<file path="config.mk">
export PLATFORM = sky130hd
export DESIGN_NAME = drive_mixer_flat
export DESIGN_NICKNAME = d
export VERILOG_FILES = /design/src/verilog/neuro_fmt_pkg.sv /design/src/verilog/reflex_param_if.sv /design/src/verilog/drive_mixer.sv /design/src/flat_wrapper.sv
export SDC_FILE = /design/constraint.sdc
export NUM_CORES = 1
export LEC_CHECK = 0
export BUFFER_PORTS_ARGS = -buffer_cell sky130_fd_sc_hd__buf_4
export CORE_MARGIN = 8
export CORE_UTILIZATION = 25
export CTS_CLUSTER_DIAMETER = 30
export DETAILED_ROUTE_END_ITERATION = 8
export MAX_ROUTING_LAYER = met4
export PLACE_DENSITY = 0.49
export SETUP_SLACK_MARGIN = 0.2
export SLEW_MARGIN = 10
export SYNTH_ARGS = -nofsm -noshare
export SYNTH_HDL_FRONTEND = slang
export SYNTH_SLANG_ARGS = --single-unit
</file>
<file path="constraint.sdc">
create_clock -name i_ep50trig -period 2.53 [get_ports i_ep50trig]
set_input_delay 0.1265 -clock i_ep50trig [delete_from_list [all_inputs] [get_ports i_ep50trig]]
set_output_delay 0.1265 -clock i_ep50trig [all_outputs]
set_load 0.01 [all_outputs]
</file>
<file path="src/verilog/neuro_fmt_pkg.sv">
package neuro_fmt_pkg;

    //////////////////////////////
    // number format
    //////////////////////////////

    // one word for currents, potentials and parameters
    localparam int word_w = 32;

    // signed current, fixed point scaled by 1024
    typedef logic signed [word_w-1:0] current_t;

    // free-running spike count
    typedef logic [word_w-1:0] count_t;

    //////////////////////////////
    // synapse and neuron constants
    //////////////////////////////

    // psc value right after a presynaptic spike
    localparam current_t epsc_peak = 1024;

    // per-cycle decay, current minus current >> 3
    localparam int epsc_decay_shift = 3;

    // 30 mV, scaled x1024
    localparam current_t v_threshold = 30720;

    // input weights are in 1/16 steps
    localparam int weight_shift = 4;

    // unity weight, used by the cortical neurons
    localparam int w_unity = 16;

    // motor neuron input weights, smallest cell gets the largest weight
    localparam int w_mn1 = 75;
    localparam int w_mn3 = 30;
    localparam int w_mn5 = 13;

    // weights for the total count, crossed order against the inputs
    localparam int cnt_w_mn1 = 13;
    localparam int cnt_w_mn3 = 30;
    localparam int cnt_w_mn5 = 75;

endpackage

</file>
<file path="src/verilog/reflex_param_if.sv">
interface reflex_param_if;

    import neuro_fmt_pkg::*;

    // synapse gains, plain integers
    current_t gain_sn_mn;
    current_t gain_sn_cn;
    current_t gain_cn_mn;
    current_t gain_cn2_mn;

    // voluntary drive into the cortical neurons
    current_t drive_cn;
    current_t drive_cn2;

    // parameter bank side
    modport source (
        output gain_sn_mn,
        output gain_sn_cn,
        output gain_cn_mn,
        output gain_cn2_mn,
        output drive_cn,
        output drive_cn2
    );

    // network side
    modport sink (
        input gain_sn_mn,
        input gain_sn_cn,
        input gain_cn_mn,
        input gain_cn2_mn,
        input drive_cn,
        input drive_cn2
    );

endinterface

</file>
<file path="src/verilog/drive_mixer.sv">
module drive_mixer (
    input  logic                    i_ep50trig,
    input  logic                    i_reset_sim,
    input  neuro_fmt_pkg::current_t i_epsc_ia_mn,
    input  neuro_fmt_pkg::current_t i_epsc_ii_mn,
    input  neuro_fmt_pkg::current_t i_epsc_cn_mn,
    input  neuro_fmt_pkg::current_t i_epsc_cn2_mn,
    input  neuro_fmt_pkg::current_t i_epsc_sn_cn,
    input  neuro_fmt_pkg::current_t i_epsc_sn_cn2,
    reflex_param_if.sink            prm,
    output neuro_fmt_pkg::current_t o_drive_cn,
    output neuro_fmt_pkg::current_t o_drive_cn2,
    output neuro_fmt_pkg::current_t o_drive_mn
);

    import neuro_fmt_pkg::*;

    // unlatched sums
    current_t sum_cn;
    current_t sum_cn2;
    current_t sum_mn;

    // cortical: sensory psc plus voluntary drive
    assign sum_cn  = i_epsc_sn_cn + prm.drive_cn;
    assign sum_cn2 = i_epsc_sn_cn2 + prm.drive_cn2;

    // spinal and transcortical paths add at the motor pool
    assign sum_mn = i_epsc_ia_mn + i_epsc_ii_mn + i_epsc_cn_mn + i_epsc_cn2_mn;

    //////////////////////////////
    // drive latch
    //////////////////////////////
    always_ff @(posedge i_ep50trig or posedge i_reset_sim)
    begin
        if (i_reset_sim)
        begin
            o_drive_cn  <= '0;
            o_drive_cn2 <= '0;
            o_drive_mn  <= '0;
        end
        else
        begin
            o_drive_cn  <= sum_cn;
            o_drive_cn2 <= sum_cn2;
            o_drive_mn  <= sum_mn;
        end
    end

endmodule

</file>
<file path="src/flat_wrapper.sv">
// flat-port wrapper written by rule: the top's interface ports become plain ports
module drive_mixer_flat import neuro_fmt_pkg::*;
  (i_ep50trig, i_reset_sim, i_epsc_ia_mn, i_epsc_ii_mn, i_epsc_cn_mn, i_epsc_cn2_mn, i_epsc_sn_cn, i_epsc_sn_cn2, o_drive_cn, o_drive_cn2, o_drive_mn, prm_gain_sn_mn, prm_gain_sn_cn, prm_gain_cn_mn, prm_gain_cn2_mn, prm_drive_cn, prm_drive_cn2);
  reflex_param_if prm_i ();
  input  logic i_ep50trig;
  input  logic i_reset_sim;
  input  neuro_fmt_pkg::current_t i_epsc_ia_mn;
  input  neuro_fmt_pkg::current_t i_epsc_ii_mn;
  input  neuro_fmt_pkg::current_t i_epsc_cn_mn;
  input  neuro_fmt_pkg::current_t i_epsc_cn2_mn;
  input  neuro_fmt_pkg::current_t i_epsc_sn_cn;
  input  neuro_fmt_pkg::current_t i_epsc_sn_cn2;
  output neuro_fmt_pkg::current_t o_drive_cn;
  output neuro_fmt_pkg::current_t o_drive_cn2;
  output neuro_fmt_pkg::current_t o_drive_mn;
  input wire logic [$bits(prm_i.gain_sn_mn)-1:0] prm_gain_sn_mn;
  input wire logic [$bits(prm_i.gain_sn_cn)-1:0] prm_gain_sn_cn;
  input wire logic [$bits(prm_i.gain_cn_mn)-1:0] prm_gain_cn_mn;
  input wire logic [$bits(prm_i.gain_cn2_mn)-1:0] prm_gain_cn2_mn;
  input wire logic [$bits(prm_i.drive_cn)-1:0] prm_drive_cn;
  input wire logic [$bits(prm_i.drive_cn2)-1:0] prm_drive_cn2;
  assign prm_i.gain_sn_mn = prm_gain_sn_mn;
  assign prm_i.gain_sn_cn = prm_gain_sn_cn;
  assign prm_i.gain_cn_mn = prm_gain_cn_mn;
  assign prm_i.gain_cn2_mn = prm_gain_cn2_mn;
  assign prm_i.drive_cn = prm_drive_cn;
  assign prm_i.drive_cn2 = prm_drive_cn2;
  drive_mixer u_core (.i_ep50trig(i_ep50trig), .i_reset_sim(i_reset_sim), .i_epsc_ia_mn(i_epsc_ia_mn), .i_epsc_ii_mn(i_epsc_ii_mn), .i_epsc_cn_mn(i_epsc_cn_mn), .i_epsc_cn2_mn(i_epsc_cn2_mn), .i_epsc_sn_cn(i_epsc_sn_cn), .i_epsc_sn_cn2(i_epsc_sn_cn2), .prm(prm_i), .o_drive_cn(o_drive_cn), .o_drive_cn2(o_drive_cn2), .o_drive_mn(o_drive_mn));
endmodule
</file>
# Word-level counts from Yosys, hierarchy flattened
# Cells that the tools add are included.
op_classes:
  addsub: 5
op_table:
  columns: ["operator", "count"]
  rows:
  - ["adder 32 bit", 5]
word_totals:
  ff_bits: 96
  in_bits: 386
  output_inout_bits: 96
  elab_cells: 8

# Depth between registers and ports, before layout
# Gate-level depths: netlist (run 1).
depth:
  depth_word: 3
  mapped_depth: 14

# Least setup slack after synthesis (run 1)
# Ideal clock, no wire load.
synth_path:
  path_type: "input-to-reg"
  from: "input port i_epsc_ia_mn[1]"
  to: "register u_core.o_drive_mn[29]"
  arrival_time_ns: 3.348
  setup_slack_ns: -0.937
  stages: 13
  path_cell_list: "fa_1 -> fa_1 -> ha_1 -> fa_1 -> a21o_1 -> a21oi_1 -> o21a_1 -> o21ai_1 -> a21o_1 -> a21o_1 -> a2111oi_4 -> o31ai_1 -> and2_1"
synth_between:
  elab_chain_len: 3
synth_lines:
  columns: ["element", "line_no", "source"]
  rows:
  - ["start: declaration", "flat_wrapper.sv:7", "input neuro_fmt_pkg::current_t i_epsc_ia_mn;"]
  - ["adder 32 bit (3 in a row)", "drive_mixer.sv:28", "assign sum_mn = i_epsc_ia_mn + i_epsc_ii_mn + i_epsc_cn_mn + i_epsc_cn2_mn;"]
  - ["net u_core.sum_mn[29]", "drive_mixer.sv:21", "current_t sum_mn;"]
  - ["end signal: assignment", "drive_mixer.sv:45", "o_drive_mn <= sum_mn;"]
  - ["end: declaration", "drive_mixer.sv:13", "output neuro_fmt_pkg::current_t o_drive_mn"]
# The timed path passes the listed nets, and every way through them passes these cells.

# Worst setup path after layout (run 1)
layout_path:
  from: "input port i_epsc_ii_mn[1]"
  to: "register u_core.o_drive_mn[29]"
layout_between:
  elab_chain_len: 3
layout_lines:
  columns: ["element", "line_no", "source"]
  rows:
  - ["start: declaration", "flat_wrapper.sv:8", "input neuro_fmt_pkg::current_t i_epsc_ii_mn;"]
  - ["adder 32 bit (3 in a row)", "drive_mixer.sv:28", null]
  - ["net u_core.sum_mn[29]", "drive_mixer.sv:21", null]
# The timed path passes the listed nets, and every way through them passes these cells.

==> flow_metrics.env, run 1 <==
export IMPL_outcome="finished, violations left"
export IMPL_violations="setup timing"
export IMPL_synth_top_area_cell="dfrtp_1"
export IMPL_grt_pass1_wl_mm=48.6
export IMPL_hold_path_startpoint="i_epsc_sn_cn[31]"
export IMPL_startpoint="i_epsc_ii_mn[1]"
export IMPL_p_per_area_mw_per_mm2=679
export IMPL_rsz0062_at_grt="true"
export IMPL_wirelength_mm=31.6
export IMPL_antenna_found_initial=4
export IMPL_worstPathArrival_ns=3.35
export IMPL_syn_avg_cell_area_um2=9.19
export IMPL_cp_required_ns=2.78
export IMPL_cap_violations=0
export IMPL_dr_wl_met2_mm=16.5
export IMPL_whs_path_depth=3
export IMPL_fin_cells=1957
export IMPL_area_growth_pct=60.6
export IMPL_critPathKind="in2reg"
export IMPL_synth_seq_cells=96
export IMPL_async_flop_share_pct=100
export IMPL_synthFlopType="dfrtp_1"
export IMPL_fin_ws_ns=-0.566
export IMPL_ctsHtreeMaxLevel=3
export IMPL_track_usage_pct=15.0
export IMPL_start_kind="input port"
export IMPL_detailed_place_hpwl_mm=27.1
export IMPL_period_share_pct=122
export IMPL_endpoint="u_core.o_drive_mn[29]"
export IMPL_cts_clk_slew_worst_paths_ns=0.07
export IMPL_route_met3_wl_mm=2.06
export IMPL_die_w_um=205
export IMPL_grt_max_degree=38
export IMPL_fmax_mhz=323
export IMPL_setup_viol=21
export IMPL_ant_nets=0
export IMPL_synth_area_leaders="dfrtp_1, fa_1, ha_1"
export IMPL_core_area_mm2=0.0354
export IMPL_slew_headroom_pct=40.7
export IMPL_fp_row_count=69
export IMPL_synth_most_common_cell="inv_1"
export IMPL_slew_violations=0
export IMPL_ir_worst_vdd_mv=0.300
export IMPL_pin_count=482
export IMPL_seq_area_frac_synth_pct=26.9
export IMPL_gp_congestion=0.863
export IMPL_wl_met1_mm=12.8
export IMPL_dpl_cell_count=1914
export IMPL_postSynthCellCount=972
export IMPL_drt_iter0_drc=318
export IMPL_via_per_inst=4.41
export IMPL_die_y_um=205
export IMPL_final_layout_size_suffix_gt1_share_pct=43.8
export IMPL_hold_slack_ns=0.0792
export IMPL_fin_nets=2031
export IMPL_yosysTopAreaCellShare_pct=26.9
export IMPL_ys_warnings_count=0
export IMPL_dr_pass1_iters=4
export IMPL_fin_crit_ns=3.10
export IMPL_hold_class="in2reg"
export IMPL_cts_buffers=9
export IMPL_max_slew_worst_pin_slew_ns=0.887
export IMPL_grt_overflow_total=0
export IMPL_finalHoldViolCount=0
export IMPL_place_area_mm2=0.0134
export IMPL_yosys_top_cells_count="inv_1, dfrtp_1, ha_1"
export IMPL_p_leak_nw=7.52
export IMPL_initial_core_util_pct=25.2
export IMPL_drcViolationCount=0
export IMPL_synth_edff_count=0
export IMPL_cts_tree="built"
export IMPL_syn_nets=1515
export IMPL_io_buffers=353
export IMPL_num_vias=8629
export IMPL_critPathMaxFanout=2
export IMPL_cts_sinks=96
export IMPL_stdcell_area_mm2=0.0143
export IMPL_grt_pass1_vias=9354
export IMPL_clock_root_buffer="clkbuf_16"
export IMPL_detail_route_wl_per_cell_um=16.1
export IMPL_die_area_mm2=0.0420
export IMPL_dp_slack_ns=-1.02
export IMPL_top_layer="met4"
export IMPL_yosys_cell_types_count=60
export IMPL_clk_path_buf_depth=2
export IMPL_crit_path_end_kind="flip-flop"
export IMPL_syn_area_mm2=0.00894
==> state kept, by name, summed over array words and instances, names as in the netlist <==
name                cells
u_core.o_drive_cn2     32
u_core.o_drive_cn      32
u_core.o_drive_mn      32
==> where the power goes <==
| group | leakage, nW | switching (mW) | internal, mW |
|---|---|---|---|
| clock network | 0.139 | 0.652 | 0.790 |
| registers | 1.12 | 0.148 | 2.02 |
| logic | 6.26 | 2.88 | 3.25 |
| total | 7.52 | 3.68 | 6.06 |
==> worst max-delay path, stage by stage <==
cell and delay, ns:
buf_4 0.11, fa_1 0.48, fa_1 0.50, ha_2 0.19
fa_2 0.20, a21o_1 0.13, a21oi_2 0.06, o21a_1 0.21
o21ai_4 0.20, a21o_1 0.20, a21o_1 0.18, a2111oi_4 0.09
or4_1 0.50, and2_1 0.16
==> worst min path at each step <==
stage,endpoint,slack [ns]
2_1_floorplan,u_core.o_drive_cn2[0],0.25
3_3_place_gp,u_core.o_drive_cn[0],0.35
3_5_place_dp,u_core.o_drive_cn2[0],0.35
4_1_cts,u_core.o_drive_cn[31],0.05
5_1_grt,u_core.o_drive_cn[31],0.06
6_report,u_core.o_drive_cn[31],0.08
==> timing repair <==
action | 4_1_cts | 5_1_grt
setup endpoints to repair | 28 | 40
resized for setup | 57 | 62
setup buffers | 10 | 10
hold buffers | 4 | 0
pin swaps | 26 | 30
endpoints found under the hold margin | 35 | 0
==> layout by cell type (no fill, tap or decap), drive strengths merged, types with 13 or more instances in the layout <==
cell type and count:
buf 508, inv 193, dfrtp 96, ha 93
a21oi 87, fa 64, xnor2 64, a21o 57
nand2 50, o21ai 40, nor2 36, xor2 24
nand3 17, and3 17, o21a 13, o21bai 13
==> logic make-up (layout without fill, tap and decap cells) <==
group           Yosys count  after routing  share of synthesized area (%)
buf+inv                 201            721                           8.44
fa+ha+maj               157            157                           27.4
xor+xnor                 88             88                           8.63
compound gates          260            260                           19.2
flops                    96             96                           26.9
other cells               0              4                              0
simple gates            170            170                           9.47
==> layout make-up <==
| class | count | area [µm²] |
|---|---|---|
| multi-input cells | 675 | 6350 |
| clock buffers | 12 | 246 |
| inverters | 194 | 769 |
| repair buffers | 512 | 3950 |
| well taps | 461 | 577 |
| flip-flops and latches | 96 | 2400 |
| clock inverters | 3 | 42.5 |
| fillers | 3579 | 21000 |
| diodes | 4 | 10.0 |
==> through the flow <==
stage | power [mW] | util (%) | setup TNS [ns]
2_1_floorplan | 5.05 | - | -4.63
3_3_place_gp | 7.64 | 37.8 | -17.29
3_5_place_dp | 7.65 | 37.8 | -17.65
4_1_cts | 9.59 | 39.6 | -4.42
5_1_grt | 10.5 | 40.5 | -6.98
6_report | 9.74 | 40.5 | -4.91
==> routing by layer <==
layer  GRT usage [%]  vias up
li1                -     4275
met1            17.1     4137
met2            26.4      205
met3            3.78       12
met4            2.55        0
met5               -        -
(Power assumes the default switching activity.)
==> run 2: changes to the inputs <==
--- a/config.mk
+++ b/config.mk
@@ -6,12 +6,12 @@
 export NUM_CORES = 1
 export LEC_CHECK = 0
 export BUFFER_PORTS_ARGS = -buffer_cell sky130_fd_sc_hd__buf_4
-export CORE_MARGIN = 8
 export CORE_UTILIZATION = 25
 export CTS_CLUSTER_DIAMETER = 30
 export DETAILED_ROUTE_END_ITERATION = 8
 export MAX_ROUTING_LAYER = met4
 export PLACE_DENSITY = 0.49
+export RECOVER_POWER = 50
 export SETUP_SLACK_MARGIN = 0.2
 export SLEW_MARGIN = 10
 export SYNTH_ARGS = -nofsm -noshare
==> run 2 against run 1 <==
Against the previous run:
- the flow finishes with violations (capacitance limit, slew limit, setup timing)
- flip-flop and latch count did not move
- via count fell by 0.13%
- combinational power decreased by 1%
- first-iteration DRC count decreased by 15%
- non-clock buffer count is 3 higher
- sequential power about the same
- count of clock-buffer cells in the layout is 3 lower
- critical path depth unchanged
- cell area shrank 0.42%
- worst hold slack worse by 0.063 ns
- critical endpoint unchanged
- largest cell class unchanged
- largest power group unchanged
- highest routed layer unchanged
==> flow_metrics.env, run 2 (synthesis gave the netlist of run 1 again) <==
export IMPL_grt_max_degree=67
export IMPL_ir_worst_vdd_mv=0.359
export IMPL_cp_required_ns=2.78
export IMPL_crit_path_end_kind="flip-flop"
export IMPL_period_share_pct=123
export IMPL_setup_viol=21
export IMPL_detail_route_wl_per_cell_um=15.1
export IMPL_initial_core_util_pct=25.6
export IMPL_drt_iter0_drc=270
export IMPL_worstPathArrival_ns=3.35
export IMPL_cts_sinks=96
export IMPL_finalHoldViolCount=0
export IMPL_slew_headroom_pct=-21.7
export IMPL_layout_area_seq_mm2=0.00240
export IMPL_p_leak_nw=7.44
export IMPL_die_w_um=191
export IMPL_die_area_mm2=0.0365
export IMPL_ant_nets=0
export IMPL_grt_pass1_wl_mm=45.6
export IMPL_slew_violations=67
export IMPL_cts_buffers=9
export IMPL_violations="capacitance limit, slew limit, setup timing"
export IMPL_critPathKind="in2reg"
export IMPL_wirelength_mm=29.6
export IMPL_multiInputGateArea_mm2=0.00635
export IMPL_fin_crit_ns=3.10
export IMPL_clock_root_buffer="clkbuf_16"
export IMPL_cts_tree="built"
export IMPL_fp_row_count=68
export IMPL_fmax_mhz=322
export IMPL_rsz0062_at_grt="true"
export IMPL_whs_path_depth=2
export IMPL_seqPwrFrac_pct=21.8
export IMPL_cts_clk_slew_worst_paths_ns=0.07
export IMPL_track_usage_pct=16.5
export IMPL_via_per_inst=4.41
export IMPL_finalSetupTns_ns=-6.00
export IMPL_critPathMaxStageDelay_ns=0.51
export IMPL_final_cell_mix="buf_4, inv_1, dfrtp_1"
export IMPL_fin_nets=2034
export IMPL_cpMostUsedCell="a21o_1"
export IMPL_max_slew_worst_pin_slew_ns=1.83
export IMPL_final_layout_size_suffix_gt1_share_pct=42.0
export IMPL_dp_slack_ns=-1.03
export IMPL_cap_violations=1
export IMPL_grt_overflow_total=0
export IMPL_antenna_found_initial=2
export IMPL_slowest_stage="or4_1"
export IMPL_combinationalPowerShare_pct=61.4
export IMPL_grt_pass1_vias=9234
export IMPL_reg_largest_list="u_core.o_drive_cn2: 32 flops, u_core.o_drive_cn: 32 flops, u_core.o_drive_mn: 32 flops"
export IMPL_hold_class="in2reg"
export IMPL_ctsHtreeMaxLevel=3
export IMPL_num_vias=8618
export IMPL_layout_commonest_cell="buf_4"
export IMPL_p_int_mw=6.16
export IMPL_path_cells="buf_8 -> fa_1 -> fa_1 -> ha_2 -> fa_2 -> a21o_1 -> a21oi_2 -> o21a_1 -> o21ai_4 -> a21o_1 -> a21o_1 -> a2111oi_4 -> or4_1 -> and2_1"
export IMPL_start_kind="input port"
export IMPL_drcViolationCount=0
export IMPL_outcome="finished, violations left"
export IMPL_area_growth_pct=59.9
export IMPL_hold_slack_ns=0.0161
export IMPL_clk_path_buf_depth=2
export IMPL_pin_count=482
export IMPL_detailed_place_hpwl_mm=25.0
export IMPL_core_area_mm2=0.0349
export IMPL_hold_path_startpoint="i_epsc_cn2_mn[0]"
export IMPL_min_to="u_core.o_drive_mn[0]"
export IMPL_dr_pass1_iters=4
export IMPL_p_sw_share_pct=37.7
export IMPL_nFillCells=3559
export IMPL_fin_ws_ns=-0.574
export IMPL_io_buffers=353
export IMPL_pwr_share_clk_pct=16.8
export IMPL_p_per_area_mw_per_mm2=692
export IMPL_critPathMaxFanout=2
export IMPL_die_y_um=191
export IMPL_gp_congestion=0.849
export IMPL_p_switching_mw=3.72
==> run 2: changes by cell type in the layout (fill, tap and decap cells not counted), sizes merged <==
cell         previous run  this run
bufinv                  1         3
clkbuf                 12        44
inv                   193       194
diode                   4         2
clkinvlp                2         3
buf                   508       477
dlygate4sd3             4         3
==> run 2: power groups by stage <==
stage          sequential (mW)  combinational [mW]  clock (mW)
3_3_place_gp              2.19                5.40           0
3_5_place_dp              2.19                5.42           0
6_report                  2.16                6.06        1.66
2_1_floorplan             2.43                2.62           0
5_1_grt                   2.20                6.65        1.78
4_1_cts                   2.17                5.86        1.72
==> run 2: what timing repair did <==
action / 4_1_cts / 5_1_grt
resized for setup: 62 / 69
hold endpoints to repair: 98 / 0
setup endpoints to repair: 28 / 40
setup buffers: 8 / 14
hold buffers: 3 / 0
pin swaps: 40 / 62
==> run 2: area by class of cell <==
type,count,share of cell area (%)
flip-flops and latches,96,16.8
clock inverters,7,0.832
inverters,194,5.39
diodes,2,0.0350
multi-input cells,675,44.5
repair buffers,515,26.9
well taps,455,3.98
clock buffers,9,1.58
==> run 2: worst max-delay path by stage <==
stage / startpoint / to / slack, ns
floorplan: i_epsc_cn_mn[12] / u_core.o_drive_mn[29] / -0.63
global placement: i_epsc_ia_mn[1] / u_core.o_drive_mn[29] / -1.01
detailed placement: i_epsc_ia_mn[1] / u_core.o_drive_mn[29] / -1.03
CTS: i_epsc_ia_mn[1] / u_core.o_drive_mn[29] / -0.58
global route: i_epsc_ia_mn[1] / u_core.o_drive_mn[29] / -0.62
finish: i_epsc_ia_mn[1] / u_core.o_drive_mn[29] / -0.57
==> run 2: critical path: cells and delay by family <==
kind | cells | cell delay [ns]
fa+ha+maj | 4 | 1.40
simple gates | 2 | 0.68
buf+inv | 1 | 0.10
compound gates | 7 | 1.04
==> run 2: metal layers <==
metal	track usage (%)	wire length [µm]	share of wire, %
met5	-	0	0
met3	2.63	1570	5.3
met4	3.85	366	1.2
met2	29.5	15100	51
met1	19.2	12500	42
==> run 2: per-stage QoR <==
stage / instances / util, % / power [mW] / instance area (µm²)
after floorplan: 972 / - / 5.05 / 9160
after global placement: 1910 / 38.4 / 7.59 / 13400
after detailed placement: 1910 / 38.4 / 7.61 / 13400
after CTS: 1937 / 40.3 / 9.75 / 14100
after global routing: 1953 / 41.0 / 10.6 / 14300
final: 1953 / 41.0 / 9.88 / 14300
==> run 3: changes to the inputs <==
--- a/config.mk
+++ b/config.mk
@@ -7,6 +7,7 @@
 export LEC_CHECK = 0
 export BUFFER_PORTS_ARGS = -buffer_cell sky130_fd_sc_hd__buf_4
 export CORE_UTILIZATION = 25
+export CTS_BUF_LIST = sky130_fd_sc_hd__clkbuf_4
 export CTS_CLUSTER_DIAMETER = 30
 export DETAILED_ROUTE_END_ITERATION = 8
 export MAX_ROUTING_LAYER = met4
==> run 3 against run 2 <==
Against the previous run:
- the run still ends with capacitance limit, slew limit, setup timing left
- flip-flop and latch count did not move
- setup slack gained 0.16 ns
- cell area is 0.16% lower
- combinational power is essentially flat
- first-iteration DRC count down 8.5%
- core utilization is 0.065 points lower
- die area unchanged
- total power fell by 5.4%
- count of clock-buffer cells in the layout stayed put
- critical path depth unchanged
- maximum frequency up 5.3%
- routed wire length about the same
- critical path type unchanged
- critical endpoint unchanged
- largest power group unchanged
==> flow_metrics.env, run 3 (synthesis gave the netlist of run 1 again) <==
export IMPL_wirelength_mm=29.6
export IMPL_detail_route_wl_per_cell_um=15.0
export IMPL_final_util_pct=40.9
export IMPL_clock_root_buffer="clkbuf_4"
export IMPL_violations="capacitance limit, slew limit, setup timing"
export IMPL_cap_violations=2
export IMPL_max_slew_worst_pin_slew_ns=1.89
export IMPL_fin_ws_ns=-0.418
export IMPL_final_cell_mix="buf_4, inv_1, dfrtp_1"
export IMPL_grt_pass1_vias=9323
export IMPL_io_buffers=353
export IMPL_ctsHtreeMaxLevel=3
export IMPL_seqPwrFrac_pct=23.0
export IMPL_track_usage_pct=16.6
export IMPL_ant_nets=0
export IMPL_cp_required_ns=2.92
export IMPL_detailed_place_hpwl_mm=25.0
export IMPL_cts_buffers=9
export IMPL_clk_path_buf_depth=2
export IMPL_fin_nets=2054
export IMPL_initial_core_util_pct=25.6
export IMPL_start_kind="input port"
export IMPL_rsz0062_at_grt="true"
export IMPL_dr_pass1_iters=4
export IMPL_p_sw_share_pct=39.0
export IMPL_min_to="u_core.o_drive_cn[1]"
export IMPL_p_switching_mw=3.65
export IMPL_cts_sinks=96
export IMPL_slew_violations=98
export IMPL_outcome="finished, violations left"
export IMPL_pin_count=482
export IMPL_period_share_pct=117
export IMPL_critPathMaxFanout=2
export IMPL_finalHoldViolCount=0
export IMPL_layout_commonest_cell="buf_4"
export IMPL_reg_largest_list="u_core.o_drive_cn2: 32 flops, u_core.o_drive_cn: 32 flops, u_core.o_drive_mn: 32 flops"
export IMPL_grt_pass1_wl_mm=45.9
export IMPL_hold_slack_ns=0.0491
export IMPL_antenna_found_initial=3
export IMPL_dp_slack_ns=-1.03
export IMPL_drcViolationCount=0
export IMPL_p_leak_nw=7.42
export IMPL_whs_path_depth=4
export IMPL_setup_viol=18
export IMPL_area_growth_pct=59.6
export IMPL_via_per_inst=4.41
export IMPL_p_int_mw=5.70
export IMPL_finalPower_mw=9.35
export IMPL_num_vias=8698
export IMPL_worstPathArrival_ns=3.34
export IMPL_fin_crit_ns=2.95
export IMPL_drt_iter0_drc=247
export IMPL_pwr_share_clk_pct=12.1
export IMPL_grt_overflow_total=0
export IMPL_core_area_mm2=0.0349
export IMPL_hold_class="in2reg"
export IMPL_final_layout_size_suffix_gt1_share_pct=40.2
export IMPL_fmax_mhz=339
export IMPL_cts_clk_slew_worst_paths_ns=0.16
export IMPL_die_y_um=191
export IMPL_p_per_area_mw_per_mm2=656
export IMPL_grt_max_degree=67
export IMPL_ir_worst_vdd_mv=0.338
export IMPL_critPathKind="in2reg"
export IMPL_crit_path_end_kind="flip-flop"
export IMPL_fp_row_count=68
export IMPL_hold_path_startpoint="i_epsc_sn_cn[1]"
export IMPL_combinationalPowerShare_pct=64.9
export IMPL_die_w_um=191
export IMPL_die_area_mm2=0.0365
export IMPL_gp_congestion=0.849
export IMPL_cts_tree="built"
export IMPL_slew_headroom_pct=-26.0
run 3: how the worst max path moves through the flow:
stage                                start               endpoint  slack, ns  cells after the start
final                      i_epsc_ia_mn[1]  u_core.o_drive_mn[29]      -0.42                     14
after floorplan           i_epsc_cn_mn[12]  u_core.o_drive_mn[29]      -0.63                     14
after global routing       i_epsc_ia_mn[1]  u_core.o_drive_mn[29]      -0.44                     14
after CTS                  i_epsc_ia_mn[1]  u_core.o_drive_mn[29]      -0.40                     14
after detailed placement   i_epsc_ia_mn[1]  u_core.o_drive_mn[29]      -1.03                     14
after global placement     i_epsc_ia_mn[1]  u_core.o_drive_mn[29]      -1.01                     14
run 3: per-stage QoR:
step	area [µm²]	TNS (ns)	cells
floorplan	9160	-4.63	972
global placement	13400	-16.96	1910
detailed placement	13400	-16.99	1910
CTS	14100	-1.64	1960
global route	14300	-4.12	1974
finish	14300	-3.02	1974
run 3: final cells by class:
class / count / area [µm²]
diodes: 3 / 7.51
clock buffers: 9 / 67.6
clock inverters: 7 / 119
fillers: 3577 / 20600
inverters: 194 / 772
multi-input cells: 675 / 6270
flip-flops and latches: 96 / 2400
well taps: 455 / 569
repair buffers: 535 / 4060
run 3: metal layers:
layer	up-vias	GRT usage, %	wire length [µm]
met3	21	2.63	1570
met1	4112	19.2	12500
met5	-	-	0
met4	0	3.82	356
li1	4324	-	-
met2	241	29.8	15100
run 3: timing repair:
| action | 4_1_cts | 5_1_grt |
|---|---|---|
| setup endpoints to repair | 22 | 24 |
| resized for setup | 59 | 46 |
| pin swaps | 38 | 42 |
| hold buffers | 28 | 0 |
| endpoints found under the hold margin | 115 | 0 |
| buffers inserted | 6 | 11 |
run 3: power groups by stage:
stage / sequential, mW / combinational [mW] / clock, mW
finish: 2.15 / 6.06 / 1.13
detailed placement: 2.19 / 5.42 / 0
CTS: 2.16 / 5.87 / 1.19
floorplan: 2.43 / 2.62 / 0
global placement: 2.19 / 5.40 / 0
global route: 2.20 / 6.66 / 1.25
run 3: critical path: stages:
cell and delay (ns):
buf_8 0.10, fa_1 0.49, fa_1 0.50, ha_2 0.20
fa_2 0.20, a21o_1 0.13, a21oi_2 0.07, o21a_1 0.21
o21ai_4 0.17, a21o_1 0.18, a21o_1 0.18, a2111oi_4 0.09
or4_1 0.51, and2_1 0.17
