===== src/verilog/neuro_fmt_pkg.sv =====
package neuro_fmt_pkg;

    //////////////////////////////
    // number format
    //////////////////////////////

    // one word for currents, potentials and parameters
    localparam int word_w = 32;

    // signed current, fixed point scaled by 1024
    typedef logic signed [word_w-1:0] current_t;

    // free-running spike count
    typedef logic [word_w-1:0] count_t;

    //////////////////////////////
    // synapse and neuron constants
    //////////////////////////////

    // psc value right after a presynaptic spike
    localparam current_t epsc_peak = 1024;

    // per-cycle decay, current minus current >> 3
    localparam int epsc_decay_shift = 3;

    // 30 mV, scaled x1024
    localparam current_t v_threshold = 30720;

    // input weights are in 1/16 steps
    localparam int weight_shift = 4;

    // unity weight, used by the cortical neurons
    localparam int w_unity = 16;

    // motor neuron input weights, smallest cell gets the largest weight
    localparam int w_mn1 = 75;
    localparam int w_mn3 = 30;
    localparam int w_mn5 = 13;

    // weights for the total count, crossed order against the inputs
    localparam int cnt_w_mn1 = 13;
    localparam int cnt_w_mn3 = 30;
    localparam int cnt_w_mn5 = 75;

endpackage


===== src/verilog/host_map_pkg.sv =====
package host_map_pkg;

    // trigger index width
    localparam int trig_w = 4;

    // readback select uses the trigger numbering
    localparam int rd_idx_w = trig_w;

    //////////////////////////////
    // trigger indices
    //////////////////////////////
    localparam logic [trig_w-1:0] trig_gain_cn_mn  = 4'd3;
    localparam logic [trig_w-1:0] trig_gain_sn_mn  = 4'd6;
    localparam logic [trig_w-1:0] trig_gain_cn2_mn = 4'd9;
    localparam logic [trig_w-1:0] trig_drive_cn    = 4'd10;
    localparam logic [trig_w-1:0] trig_drive_cn2   = 4'd11;
    localparam logic [trig_w-1:0] trig_gain_sn_cn  = 4'd12;

    // readable parameters held by the bank
    localparam int n_params = 6;

    // slot of each parameter inside the bank
    localparam int slot_gain_sn_mn  = 0;
    localparam int slot_gain_sn_cn  = 1;
    localparam int slot_gain_cn_mn  = 2;
    localparam int slot_gain_cn2_mn = 3;
    localparam int slot_drive_cn    = 4;
    localparam int slot_drive_cn2   = 5;

    //////////////////////////////
    // reset values
    //////////////////////////////
    // gains come up at 1, voluntary drives at rest
    localparam neuro_fmt_pkg::current_t rst_gain_sn_mn  = 1;
    localparam neuro_fmt_pkg::current_t rst_gain_sn_cn  = 1;
    localparam neuro_fmt_pkg::current_t rst_gain_cn_mn  = 1;
    localparam neuro_fmt_pkg::current_t rst_gain_cn2_mn = 1;
    localparam neuro_fmt_pkg::current_t rst_drive_cn    = 0;
    localparam neuro_fmt_pkg::current_t rst_drive_cn2   = 0;

    // per-slot tables, slot 0 in the low bits
    localparam logic [n_params-1:0][trig_w-1:0] slot_trig = {
        trig_drive_cn2, trig_drive_cn, trig_gain_cn2_mn,
        trig_gain_cn_mn, trig_gain_sn_cn, trig_gain_sn_mn
    };
    localparam logic [n_params-1:0][neuro_fmt_pkg::word_w-1:0] slot_rst = {
        rst_drive_cn2, rst_drive_cn, rst_gain_cn2_mn,
        rst_gain_cn_mn, rst_gain_sn_cn, rst_gain_sn_mn
    };

endpackage


===== src/verilog/reflex_param_if.sv =====
interface reflex_param_if;

    import neuro_fmt_pkg::*;

    // synapse gains, plain integers
    current_t gain_sn_mn;
    current_t gain_sn_cn;
    current_t gain_cn_mn;
    current_t gain_cn2_mn;

    // voluntary drive into the cortical neurons
    current_t drive_cn;
    current_t drive_cn2;

    // parameter bank side
    modport source (
        output gain_sn_mn,
        output gain_sn_cn,
        output gain_cn_mn,
        output gain_cn2_mn,
        output drive_cn,
        output drive_cn2
    );

    // network side
    modport sink (
        input gain_sn_mn,
        input gain_sn_cn,
        input gain_cn_mn,
        input gain_cn2_mn,
        input drive_cn,
        input drive_cn2
    );

endinterface


===== src/verilog/param_bank.sv =====
module param_bank (
    input  logic                               i_ep50trig,
    input  logic                               i_reset_sim,
    input  logic                               i_trig_valid,
    input  logic [host_map_pkg::trig_w-1:0]    i_trig_idx,
    input  neuro_fmt_pkg::current_t            i_trig_data,
    input  logic [host_map_pkg::rd_idx_w-1:0]  i_rd_idx,
    output neuro_fmt_pkg::current_t            o_rd_data,
    reflex_param_if.source                     prm
);

    import neuro_fmt_pkg::*;
    import host_map_pkg::*;

    // one register per readable parameter
    current_t prm_q [n_params];

    // readback mux output, before the register
    current_t rd_sel;

    //////////////////////////////
    // trigger-strobe load
    //////////////////////////////
    // one write per strobe, unknown index matches no slot
    always_ff @(posedge i_ep50trig or posedge i_reset_sim)
    begin
        if (i_reset_sim)
        begin
            for (int s = 0; s < n_params; s++)
            begin
                prm_q[s] <= slot_rst[s];
            end
        end
        else if (i_trig_valid)
        begin
            for (int s = 0; s < n_params; s++)
            begin
                if (i_trig_idx == slot_trig[s])
                begin
                    prm_q[s] <= i_trig_data;
                end
            end
        end
    end

    // out to the network
    assign prm.gain_sn_mn  = prm_q[slot_gain_sn_mn];
    assign prm.gain_sn_cn  = prm_q[slot_gain_sn_cn];
    assign prm.gain_cn_mn  = prm_q[slot_gain_cn_mn];
    assign prm.gain_cn2_mn = prm_q[slot_gain_cn2_mn];
    assign prm.drive_cn    = prm_q[slot_drive_cn];
    assign prm.drive_cn2   = prm_q[slot_drive_cn2];

    //////////////////////////////
    // readback
    //////////////////////////////
    // select by trigger index, zero when nothing matches
    always_comb
    begin
        rd_sel = '0;
        for (int s = 0; s < n_params; s++)
        begin
            if (i_rd_idx == slot_trig[s])
            begin
                rd_sel = prm_q[s];
            end
        end
    end

    // one cycle from select to data
    always_ff @(posedge i_ep50trig or posedge i_reset_sim)
    begin
        if (i_reset_sim)
        begin
            o_rd_data <= '0;
        end
        else
        begin
            o_rd_data <= rd_sel;
        end
    end

endmodule


===== src/flat_wrapper.sv =====
// flat-port wrapper written by rule: the top's interface ports become plain ports
module param_bank_flat import neuro_fmt_pkg::*; import host_map_pkg::*;
  (i_ep50trig, i_reset_sim, i_trig_valid, i_trig_idx, i_trig_data, i_rd_idx, o_rd_data, prm_gain_sn_mn, prm_gain_sn_cn, prm_gain_cn_mn, prm_gain_cn2_mn, prm_drive_cn, prm_drive_cn2);
  reflex_param_if prm_i ();
  input  logic i_ep50trig;
  input  logic i_reset_sim;
  input  logic i_trig_valid;
  input  logic [host_map_pkg::trig_w-1:0] i_trig_idx;
  input  neuro_fmt_pkg::current_t i_trig_data;
  input  logic [host_map_pkg::rd_idx_w-1:0] i_rd_idx;
  output neuro_fmt_pkg::current_t o_rd_data;
  output wire logic [$bits(prm_i.gain_sn_mn)-1:0] prm_gain_sn_mn;
  output wire logic [$bits(prm_i.gain_sn_cn)-1:0] prm_gain_sn_cn;
  output wire logic [$bits(prm_i.gain_cn_mn)-1:0] prm_gain_cn_mn;
  output wire logic [$bits(prm_i.gain_cn2_mn)-1:0] prm_gain_cn2_mn;
  output wire logic [$bits(prm_i.drive_cn)-1:0] prm_drive_cn;
  output wire logic [$bits(prm_i.drive_cn2)-1:0] prm_drive_cn2;
  assign prm_gain_sn_mn = prm_i.gain_sn_mn;
  assign prm_gain_sn_cn = prm_i.gain_sn_cn;
  assign prm_gain_cn_mn = prm_i.gain_cn_mn;
  assign prm_gain_cn2_mn = prm_i.gain_cn2_mn;
  assign prm_drive_cn = prm_i.drive_cn;
  assign prm_drive_cn2 = prm_i.drive_cn2;
  param_bank u_core (.i_ep50trig(i_ep50trig), .i_reset_sim(i_reset_sim), .i_trig_valid(i_trig_valid), .i_trig_idx(i_trig_idx), .i_trig_data(i_trig_data), .i_rd_idx(i_rd_idx), .o_rd_data(o_rd_data), .prm(prm_i));
endmodule

===== config.mk =====
export PLATFORM = sky130hd
export DESIGN_NAME = param_bank_flat
export DESIGN_NICKNAME = d
export VERILOG_FILES = /design/src/verilog/neuro_fmt_pkg.sv /design/src/verilog/host_map_pkg.sv /design/src/verilog/reflex_param_if.sv /design/src/verilog/param_bank.sv /design/src/flat_wrapper.sv
export SDC_FILE = /design/constraint.sdc
export NUM_CORES = 1
export LEC_CHECK = 0
export BUFFER_PORTS_ARGS = -buffer_cell sky130_fd_sc_hd__buf_2
export CORE_UTILIZATION = 35
export CTS_CLUSTER_SIZE = 16
export DETAILED_ROUTE_END_ITERATION = 8
export PLACE_DENSITY_LB_ADDON = 0.05
export SLEW_MARGIN = 20
export SYNTH_ARGS = -nofsm -noshare
export SYNTH_HDL_FRONTEND = slang
export SYNTH_SLANG_ARGS = --single-unit

===== constraint.sdc =====
create_clock -name i_ep50trig -period 9.05 [get_ports i_ep50trig]
set_clock_uncertainty 0.05 [all_clocks]
set_input_delay 0.905 -clock i_ep50trig [delete_from_list [all_inputs] [get_ports i_ep50trig]]
set_output_delay 0.905 -clock i_ep50trig [all_outputs]
set_load 0.05 [all_outputs]

# Word level (Yosys, flattened, before mapping)
# Index checks and enable logic that the tools add are counted.
# word_totals
latch_bits,0
mem_bits_rw,0
mem_bits_ro,0
input_bits,43
out_inout_bits,224
mem_count,0
regBits,224
wordCells,31
# classes
reduce_logical,6
addsub,0
n_mul,0
order_cmp,0
n_shift,0
eq_ne,12
bitwise_logic,0
div,0
muxes,6
# ops
operator,n
32-bit 2-to-1 mux,6
4-bit equality test (second input constant),8
2-bit AND reduction,6
4-bit by 2-bit equality test with 1-bit output (second input constant),2
4-bit by 3-bit equality test with 1-bit output (second input constant),2

# Depth between registers and ports, before layout
# Gate-level depths: netlist of run 1.
# depth
depth_word,7
ltp_mapped,7
depth_no_buf,4

# Worst setup path before layout of run 1
# Ideal clock, no wire load.
# synth_path
kind,in2reg
startpoint,input i_rd_idx[3] (netlist name)
endpoint,register u_core.o_rd_data[21]
setup_slack_ps,6943
arrival_ps,1915
required_ps,8858
n_path_buf,3
setup_ps,142
cell_stages,7
path_cell_list,buf_2 -> nor2b_1 -> clkbuf_2 -> buf_6 -> a22o_1 -> a21oi_1 -> o221ai_1
# synth_between
elab_chain_len,7
elab_cells_between_ends,12
classes_between,eq/ne (6); mux (6)
# synth_lines
element,line,source
start: declaration,flat_wrapper.sv:10,input logic [host_map_pkg::rd_idx_w-1:0] i_rd_idx;
4-bit by 3-bit equality test with 1-bit output,param_bank.sv:63,if (i_rd_idx == slot_trig[s])
32-bit 2-to-1 mux (5 in a row),param_bank.sv:63,
32-bit 2-to-1 mux (*),param_bank.sv:63,
named net u_core.rd_sel[21],param_bank.sv:19,current_t rd_sel;
end signal: assignment,param_bank.sv:79,o_rd_data <= rd_sel;
end: declaration,param_bank.sv:8,"output neuro_fmt_pkg::current_t o_rd_data,"
# Mark *: on every way through the listed nets, which the timed path passes. The rest lies on a longest branch.
# A chain may end at the register's enable or synchronous reset.

# Worst setup path after layout of run 1
# layout_path
startpoint,input i_rd_idx[3] (netlist name)
endpoint,register u_core.o_rd_data[25]
# Same word-level chain as after synthesis.

==> flow_metrics.py, run 1 <==
metrics = {
    "status": {
        "status": "finished clean",
    },
    "clock_network": {
        "clock_latency_ns": 0.53,
        "numClockSinks": 224,
        "cts-root-buf": "clkbuf_16",
        "htree_num_levels": 1,
        "cts-resized-gates": 0,
        "hold_buffers": 0,
        "clk_pin_slew_worst_paths_ns": 0.06,
        "cts_setup_buffers": 0,
        "cts_tree": "built",
        "cts_buffers": 27,
        "cts_buffer_depth": 3,
    },
    "sta": {
        "max_slew_margin_pct": 24.7,
        "finalHoldViolCount": 0,
        "fmax_mhz": 297,
        "period_share_pct": 37.2,
        "max_slew.worst_pin.slew_ns": 1.13,
        "period_needed_ns": 3.36,
        "drv_slew": 0,
        "final.setup.tns_ns": 0,
        "setup_viol": 0,
        "rsz0062_at_grt": "false",
    },
    "global_routing": {
        "grt_use_total_pct": 22.3,
        "grt_pass1_wl_um": 49400,
        "grt_max_degree": 108,
        "antenna_found_initial": 0,
        "grt_overflow": 0,
        "grt_pass1_vias": 7624,
    },
    "synthesis": {
        "ys_seq_area_share_pct": 55.4,
        "syn_area_per_cell_um2": 12.8,
        "yosysWarnings": 0,
        "synth_compound_area_share_pct": 12.6,
        "synthCells": 791,
        "synthXorXnorAreaFrac_pct": 0,
        "synthFlopType": "dfrtp_1",
        "muxShareOfSynthArea_pct": 21.5,
        "synth_top_family_by_area": "multiplexers",
        "synth_area_leader_cell": "dfrtp_1",
        "yosys.area_share.adder_pct": 0,
        "synth_area_leaders": "dfrtp_1, mux2_2, a21oi_1",
        "ys_seq_elements": 224,
        "syn_area_um2": 10100,
        "synth_top_area_share_pct": 54.4,
        "synth_nets": 834,
        "synth.distinct_cells": 32,
        "yosys.area_share.simple_pct": 6.66,
        "synth_edf_count": 0,
        "async_flop_share_pct": 100,
    },
    "placed_design": {
        "gp_congestion": 0.738,
        "io_buffer_count": 266,
        "place_hpwl_um": 19800,
    },
    "floorplanning": {
        "dieArea_um2": 29600,
        "rows": 61,
        "initial_core_util_pct": 36.0,
        "io-pin-count": 267,
        "die_y_um": 172,
        "core_um2": 28100,
        "die_w_um": 172,
    },
    "critical_path": {
        "crit_family": "simple AND/OR/NAND/NOR gates",
        "cp_max_fo": 37,
        "worstPathCellList": "buf_2 -> nand2b_2 -> nor2_4 -> nand2_1 -> o221ai_1",
        "crit_slowest_cell": "nor2_4",
        "crit_buf_inv": 1,
        "arrival_ns": 3.72,
        "worstSetupPathType": "input pin to register",
        "required_ns": 9.41,
        "worst_setup_path_start_kind": "input pin",
        "worstSetupEndpointType": "register",
        "slowest_delay_ns": 1.11,
    },
    "cells_and_area": {
        "n_antenna_cell": 0,
        "nNetsFinal": 1073,
        "area_delta_synth_final_pct": 24.3,
        "layout-drive-gt1-share_pct": 52.3,
    },
    "power": {
        "power_per_cell_area_nw_per_um2": 305,
        "power.internal_w": 0.00220,
        "pwr-share-comb_pct": 36.5,
        "sw_frac_of_total_pct": 42.6,
        "p_sw_w": 0.00164,
        "p_clk_share_pct": 27.1,
        "irDropWorstVdd_mv": 0.166,
        "p_seq_share_pct": 36.4,
        "p_total_w": 0.00384,
        "leakagePower_nw": 5.85,
    },
    "routing": {
        "num_vias": 7527,
        "postRouteAntennaNets": 0,
        "drt_pass1_iterations": 4,
        "drc_errors": 0,
        "drt-total-wl_um": 33100,
        "viasPerCell": 5.28,
        "post_drt_wl_per_cell_um": 23.2,
        "drt-initial-drc-count": 417,
    },
    "hold_path": {
        "min_path_type": "input pin to asynchronous set/reset pin",
    },
    "job": {
        "maxCapViolCount": 0,
    },
}
==> power by group through the flow <==
stage / registers (W) / clock network [W] / logic, W
finish: 0.00140 / 0.00104 / 0.00140
detailed placement: 0.00142 / 0 / 0.00141
global route: 0.00143 / 0.00111 / 0.00147
floorplan: 0.00214 / 0 / 0.000300
CTS: 0.00140 / 0.00107 / 0.00141
global placement: 0.00142 / 0 / 0.00140
==> final timing paths <==
kind / end / startpoint / depth (start not counted) / slack (ns)
max: u_core.o_rd_data[25]$_DFF_PP0_ / i_rd_idx[3] / 5 / 5.69
min: u_core.prm.gain_sn_cn[8]$_DFFE_PP0P_ / i_reset_sim / 2 / 0.45
max reg2reg: u_core.o_rd_data[20]$_DFF_PP0_ / u_core.prm.drive_cn[20]$_DFFE_PP0P_ / 3 / 7.78
min reg2reg: u_core.o_rd_data[24]$_DFF_PP0_ / u_core.prm.drive_cn2[24]$_DFFE_PP0P_ / 2 / 0.45
max in group asynchronous: u_core.prm.drive_cn[28]$_DFFE_PP0P_ / i_reset_sim / 3 / 7.03
min in group i_ep50trig: u_core.o_rd_data[24]$_DFF_PP0_ / u_core.prm.drive_cn2[24]$_DFFE_PP0P_ / 2 / 0.45
==> cells in the final DEF (no fill, tap or decap), types with 2 or more instances in the layout <==
cell type / instances
buf_2: 266
o21ai_1: 5
clkbuf_16: 27
mux2_1: 14
o21ai_0: 27
clkbuf_1: 6
dfstp_2: 4
buf_4: 10
clkbuf_8: 10
a22o_1: 32
nand2_1: 33
dfrtp_1: 220
nor2_4: 2
nor3b_4: 2
mux2_2: 179
a22oi_1: 32
nor2b_1: 32
o221ai_1: 31
or2_2: 32
clkinv_2: 3
a21oi_1: 64
nor2b_4: 5
==> layer usage <==
layer  GRT usage [%]  part of all wire (%)
met1            30.4                    45
met2            36.3                    47
met3            4.85                   6.1
met4            4.50                   1.8
met5               0                     0
==> layout make-up <==
class                      instances  area, um^2
clock buffer                      43         836
sequential                       224        5610
clock inverter                     4        22.5
timing repair buffer             277        1430
tap                              378         473
inverter                           1        11.3
fill                            2711       15500
multi-input combinational        499        4190
==> synth_stat cells, types with 2 or more instances <==
cell type and n:
a22o_1 32, a22oi_1 32, o21ai_0 27, mux2_2 179
buf_2 15, o221ai_1 31, clkbuf_1 29, buf_6 9
or2_2 32, mux2_1 14, nand2_1 33, nor2_2 2
a21oi_1 64, dfstp_2 4, nor2b_1 37, clkbuf_2 2
o21ai_1 5, dfrtp_1 220, buf_4 11
==> cells by family (layout without fill, tap and decap cells) <==
group                  Yosys count  count (layout)
flip-flops                     224             224
multiplexers                   193             193
AO/OA/AOI/OAI                  192             192
AND/OR/NAND/NOR                114             114
buffers and inverters           68             325
==> sequential cells by signal (all words and copies together), names as in the netlist <==
register,count
u_core.o_rd_data,32
u_core.prm.drive_cn2,32
u_core.prm.drive_cn,32
u_core.prm.gain_cn2_mn,32
u_core.prm.gain_cn_mn,32
u_core.prm.gain_sn_cn,32
u_core.prm.gain_sn_mn,32
==> per-stage QoR <==
step	setup slack (ns)	area, um^2	hold WS (ns)	util, %	std cells
after floorplan	1.97	10100	0.682	-	791
after global placement	5.20	11700	0.434	41.6	1378
after detailed placement	5.15	11700	0.437	41.6	1378
after CTS	5.68	12600	0.451	44.7	1425
after global routing	5.44	12600	0.491	44.8	1426
final	5.69	12600	0.450	44.8	1426
No activity file was read; power rests on OpenSTA's default activity.
==> run 2, diff against run 1 <==
Clock period 9.05 ns to 3.2 ns, I/O delays scaled along.
==> run 2 against run 1 <==
  * Hold slack worse by 0.42 ns
  * Sequential share of layout area decreased by 0.54 points
  * Count of clock-buffer cells in the layout increased by 2
  * Die area did not move
  * Sequential cell count unchanged
  * Wire length grew 3.1%
  * Sequential power increased to 2.9 times the previous value
  * Total power grew to 2.8 times the previous value
  * Critical path depth grew 1
  * Critical path type unchanged
  * Global-route usage grew 0.66 points
==> flow_metrics.py, run 2 (synthesized netlist as in run 1, its figures left out) <==
metrics = {
    "placed_design": {
        "gp_congestion": 0.734,
        "place_hpwl_um": 21800,
        "io_buffer_count": 266,
        "dpl_cell_area_um2": 11900,
        "dp_cells": 1396,
    },
    "sta": {
        "max_slew.worst_pin.slew_ns": 1.05,
        "rsz0062_at_grt": "false",
        "period_needed_ns": 1.75,
        "setup_viol": 0,
        "max_slew_margin_pct": 29.7,
        "drv_slew": 0,
        "period_share_pct": 54.8,
        "finalHoldViolCount": 0,
        "fmax_mhz": 571,
    },
    "floorplanning": {
        "die_w_um": 172,
        "die_y_um": 172,
        "core_um2": 28100,
        "io-pin-count": 267,
        "rows": 61,
        "initial_core_util_pct": 36.0,
        "dieArea_um2": 29600,
    },
    "clock_network": {
        "cts_buffers": 26,
        "clock_latency_ns": 0.53,
        "clk_pin_slew_worst_paths_ns": 0.06,
        "cts_tree": "built",
        "cts_buffer_depth": 3,
        "numClockSinks": 224,
        "htree_num_levels": 1,
        "cts-root-buf": "clkbuf_16",
    },
    "job": {
        "maxCapViolCount": 0,
    },
    "power": {
        "p_sw_w": 0.00464,
        "p_clk_share_pct": 26.3,
        "power_per_cell_area_nw_per_um2": 849,
        "p_seq_share_pct": 37.0,
        "sw_frac_of_total_pct": 42.9,
        "power.internal_w": 0.00617,
        "leakagePower_nw": 5.93,
        "pwr-share-comb_pct": 36.7,
        "irDropWorstVdd_mv": 0.454,
    },
    "cells_and_area": {
        "mostFrequentLayoutCells": "buf_2, dfrtp_1, mux2_2, a21oi_1, nand2_1",
        "num-fill-cells": 2742,
        "instances_no_fill": 1444,
        "regArea_um2": 5610,
        "multi_input_area_um2": 4190,
        "final_common_cell": "buf_2",
        "layout-drive-gt1-share_pct": 52.4,
        "nNetsFinal": 1090,
        "area_delta_synth_final_pct": 25.8,
        "n_antenna_cell": 0,
        "finish.instance_area_um2": 12700,
    },
    "global_routing": {
        "grt_overflow": 0,
        "grt_max_degree": 48,
        "grt_pass1_vias": 7721,
        "grt_pass1_wl_um": 50500,
        "antenna_found_initial": 0,
        "grt_use_total_pct": 22.9,
    },
    "routing": {
        "viasPerCell": 5.29,
        "drt-total-wl_um": 34200,
        "post_drt_wl_per_cell_um": 23.7,
        "drc_errors": 0,
        "drt-initial-drc-count": 365,
        "drt_pass1_iterations": 4,
        "num_vias": 7640,
        "postRouteAntennaNets": 0,
    },
    "critical_path": {
        "cp_max_fo": 20,
        "required_ns": 3.57,
        "arrival_ns": 2.13,
        "worstSetupPathType": "input pin to register",
        "worstSetupEndpointType": "register",
        "worst_setup_path_start_kind": "input pin",
    },
    "hold_path": {
        "min_path_type": "input pin to register",
    },
    "status": {
        "status": "finished clean",
    },
}
==> run 2: cell types whose count changed in the layout (fill, tap and decap cells not counted) <==
| cell | before | now |
|---|---|---|
| buf_4 | 10 | 21 |
| buf_12 | 0 | 7 |
| clkbuf_1 | 6 | 12 |
| clkbuf_8 | 10 | 6 |
| and4b_2 | 0 | 1 |
| and4b_4 | 1 | 0 |
| buf_16 | 1 | 0 |
| clkinv_2 | 3 | 2 |
| dlygate4sd3_1 | 0 | 1 |
| inv_8 | 1 | 0 |
==> run 2: cell type report <==
type	count	area share [%]
repair buffers	295	12.9
clock inverters	2	0.0786
well taps	378	3.71
multi-input cells	499	32.9
clock buffers	45	6.31
flip-flops and latches	224	44.1
inverters	1	0.0590
==> run 2: path summary, 6_finish.rpt <==
kind	from	to	slack, ns	cells after the start
max	i_rd_idx[1]	u_core.o_rd_data[28]$_DFF_PP0_	1.45	6
min	i_trig_data[28]	u_core.prm.drive_cn2[28]$_DFFE_PP0P_	0.03	2
max reg2reg	u_core.prm.drive_cn[4]$_DFFE_PP0P_	u_core.o_rd_data[4]$_DFF_PP0_	1.95	3
min reg2reg	u_core.prm.drive_cn2[16]$_DFFE_PP0P_	u_core.o_rd_data[16]$_DFF_PP0_	0.47	2
max in group asynchronous	i_reset_sim	u_core.prm.gain_cn_mn[0]$_DFFE_PP1P_	1.90	4
min in group asynchronous	i_reset_sim	u_core.prm.gain_sn_cn[5]$_DFFE_PP0P_	0.45	3
==> run 2: what timing repair did <==
action	in CTS	in global routing
hold endpoints to repair	26	0
hold buffers	1	0
resized for setup	0	0
buffers inserted	0	0
==> run 2: metrics by stage <==
step | TNS, ns | setup slack (ns) | hold slack, ns | total power (W) | utilization [%]
2_1_floorplan | -19.97 | -0.0908 | 0.402 | 0.00690 | -
3_3_place_gp | 0 | 0.924 | 0.443 | 0.00802 | 42.4
3_5_place_dp | 0 | 0.907 | 0.457 | 0.00804 | 42.4
4_1_cts | 0 | 1.46 | 0.00982 | 0.0109 | 45.3
5_1_grt | 0 | 1.31 | 0.0336 | 0.0113 | 45.3
6_report | 0 | 1.45 | 0.0313 | 0.0108 | 45.3
==> run 2: power groups by stage <==
stage	clock network (W)	logic (W)	registers, W
finish	0.00285	0.00396	0.00400
global placement	0	0.00396	0.00406
CTS	0.00292	0.00399	0.00401
global route	0.00304	0.00416	0.00409
floorplan	0	0.000850	0.00605
detailed placement	0	0.00398	0.00405
==> run 2: worst max-delay path: stages <==
cell and delay (ns):
buf_2 0.35, nor2b_4 0.58, buf_4 0.34, a22o_1 0.17
a21oi_1 0.07, o221ai_1 0.27
==> run 2: per-layer routing <==
metal  wire, um  vias up  global-route usage, %  share of wire (%)
met5          0        -                      0                  0
met2      16300      242                   38.0                 48
li1           -     3417                      -                  -
met1      15300     3941                   31.1                 45
met4        609        0                   4.89                1.8
met3       2010       40                   4.33                5.9
==> run 3, diff against run 2 <==
Clock period 3.2 ns to 1.65 ns, I/O delays scaled along.
==> run 3 against run 2 <==
  * Register-to-register slack got worse by 1.5 ns
  * First-iteration DRC count increased by 0.82%
  * Setup slack got worse by 1.4 ns
  * Combinational power increased by 98%
==> flow_metrics.py, run 3 (synthesized netlist as in run 1, its figures left out) <==
metrics = {
    "job": {
        "maxCapViolCount": 0,
    },
    "sta": {
        "fmax_mhz": 636,
        "rsz0062_at_grt": "false",
        "drv_slew": 0,
        "final.setup.tns_ns": 0,
        "finalHoldViolCount": 0,
        "period_needed_ns": 1.57,
        "setup_viol": 0,
        "period_share_pct": 95.2,
        "max_slew_margin_pct": 68.0,
        "hold_ws_ns": 0.0971,
        "max_slew.worst_pin.slew_ns": 0.479,
    },
    "hold_path": {
        "min_path_type": "input pin to asynchronous set/reset pin",
    },
    "critical_path": {
        "crit_family": "flip-flops",
        "slowest_delay_ns": 0.56,
        "worstSetupEndpointType": "output pin",
        "crit_buf_inv": 1,
        "worst_setup_path_start_kind": "register",
        "required_ns": 1.43,
        "arrival_ns": 1.36,
        "worstPathCellList": "buf_2",
        "reg2reg_setup_slack_ns": 0.40,
        "crit_slowest_cell": "dfstp_2",
        "worstSetupPathType": "register to output pin",
        "cp_max_fo": 3,
    },
    "placed_design": {
        "place_hpwl_um": 23600,
        "gp_congestion": 0.759,
        "dpl_cell_area_um2": 12400,
        "io_buffer_count": 266,
    },
    "clock_network": {
        "clk_pin_slew_worst_paths_ns": 0.06,
        "cts_buffer_depth": 3,
        "hold_buffers": 33,
        "clock_latency_ns": 0.53,
        "htree_num_levels": 1,
        "cts_tree": "built",
        "cts_buffers": 26,
        "cts-root-buf": "clkbuf_16",
        "cts_setup_buffers": 0,
        "cts-resized-gates": 0,
        "numClockSinks": 224,
    },
    "power": {
        "irDropWorstVdd_mv": 0.802,
        "p_total_w": 0.0218,
        "leakagePower_nw": 6.38,
        "power_per_cell_area_nw_per_um2": 1590,
    },
    "cells_and_area": {
        "regArea_um2": 5610,
        "area_delta_synth_final_pct": 35.3,
        "finish.instance_area_um2": 13700,
        "num-fill-cells": 2653,
        "nNetsFinal": 1154,
        "layout-drive-gt1-share_pct": 53.2,
        "mostFrequentLayoutCells": "buf_2, dfrtp_1, mux2_2, a21oi_1",
        "finish.utilization_pct": 48.7,
        "final_common_cell": "buf_2",
        "multi_input_area_um2": 4190,
    },
    "routing": {
        "postRouteAntennaNets": 0,
        "drc_errors": 0,
        "viasPerCell": 5.27,
        "post_drt_wl_per_cell_um": 22.7,
        "drt-initial-drc-count": 368,
        "drt-total-wl_um": 34300,
        "num_vias": 7954,
        "drt_pass1_iterations": 5,
    },
    "floorplanning": {
        "core_um2": 28100,
        "die_y_um": 172,
        "io-pin-count": 267,
        "die_w_um": 172,
        "dieArea_um2": 29600,
        "rows": 61,
        "initial_core_util_pct": 36.0,
    },
    "global_routing": {
        "grt_use_total_pct": 23.1,
        "grt_pass1_vias": 8083,
        "grt_overflow": 0,
        "antenna_found_initial": 1,
        "grt_pass1_wl_um": 50800,
        "grt_max_degree": 65,
    },
    "status": {
        "status": "finished clean",
    },
}
## run 3: cell types whose count changed in the layout (fill, tap and decap cells not counted), sizes merged
cell | previous run | this run
buf | 294 | 326
dlygate4sd3 | 1 | 33
bufinv | 0 | 2
clkbuf | 45 | 43
diode | 0 | 1
inv | 0 | 1
## run 3: final timing paths
check                                                 startpoint                                    end  depth (start not counted)
max                        u_core.prm.gain_cn2_mn[0]$_DFFE_PP1P_                     prm_gain_cn2_mn[0]                          1
min                                                  i_reset_sim   u_core.prm.gain_sn_mn[5]$_DFFE_PP0P_                          3
max reg2reg                  u_core.prm.drive_cn[26]$_DFFE_PP0P_         u_core.o_rd_data[26]$_DFF_PP0_                          3
min reg2reg                 u_core.prm.drive_cn2[10]$_DFFE_PP0P_         u_core.o_rd_data[10]$_DFF_PP0_                          2
max in group asynchronous                            i_reset_sim  u_core.prm.gain_sn_mn[20]$_DFFE_PP0P_                          5
min in group i_ep50trig                              i_rd_idx[2]         u_core.o_rd_data[31]$_DFF_PP0_                          4
## run 3: cell type report
type,instances,share of cell area [%]
flip-flops and latches,224,41.0
multi-input cells,499,30.6
repair buffers,359,17.9
clock buffers,43,6.40
well taps,378,3.45
clock inverters,5,0.594
inverters,1,0.0548
diodes,1,0.0183
## run 3: through the flow
stage	setup slack [ns]	std cells
after CTS	0.0603	1509
after floorplan	-1.49	791
after global placement	0.0461	1428
final	0.0784	1510
after detailed placement	0.0250	1428
after global routing	0.0475	1510
## run 3: layer usage
layer	vias up	part of all wire, %	wire length [um]	track usage [%]
met2	284	48	16600	38.8
met4	0	2.0	688	5.81
met5	-	0	0	0
met3	50	5.7	1940	3.80
li1	3544	-	-	-
met1	4076	44	15100	30.8
## run 3: power breakdown
| group | internal, W | switching [W] |
|---|---|---|
| Sequential | 0.00670 | 0.00105 |
| Clock | 0.00392 | 0.00231 |
| Combinational | 0.00213 | 0.00571 |
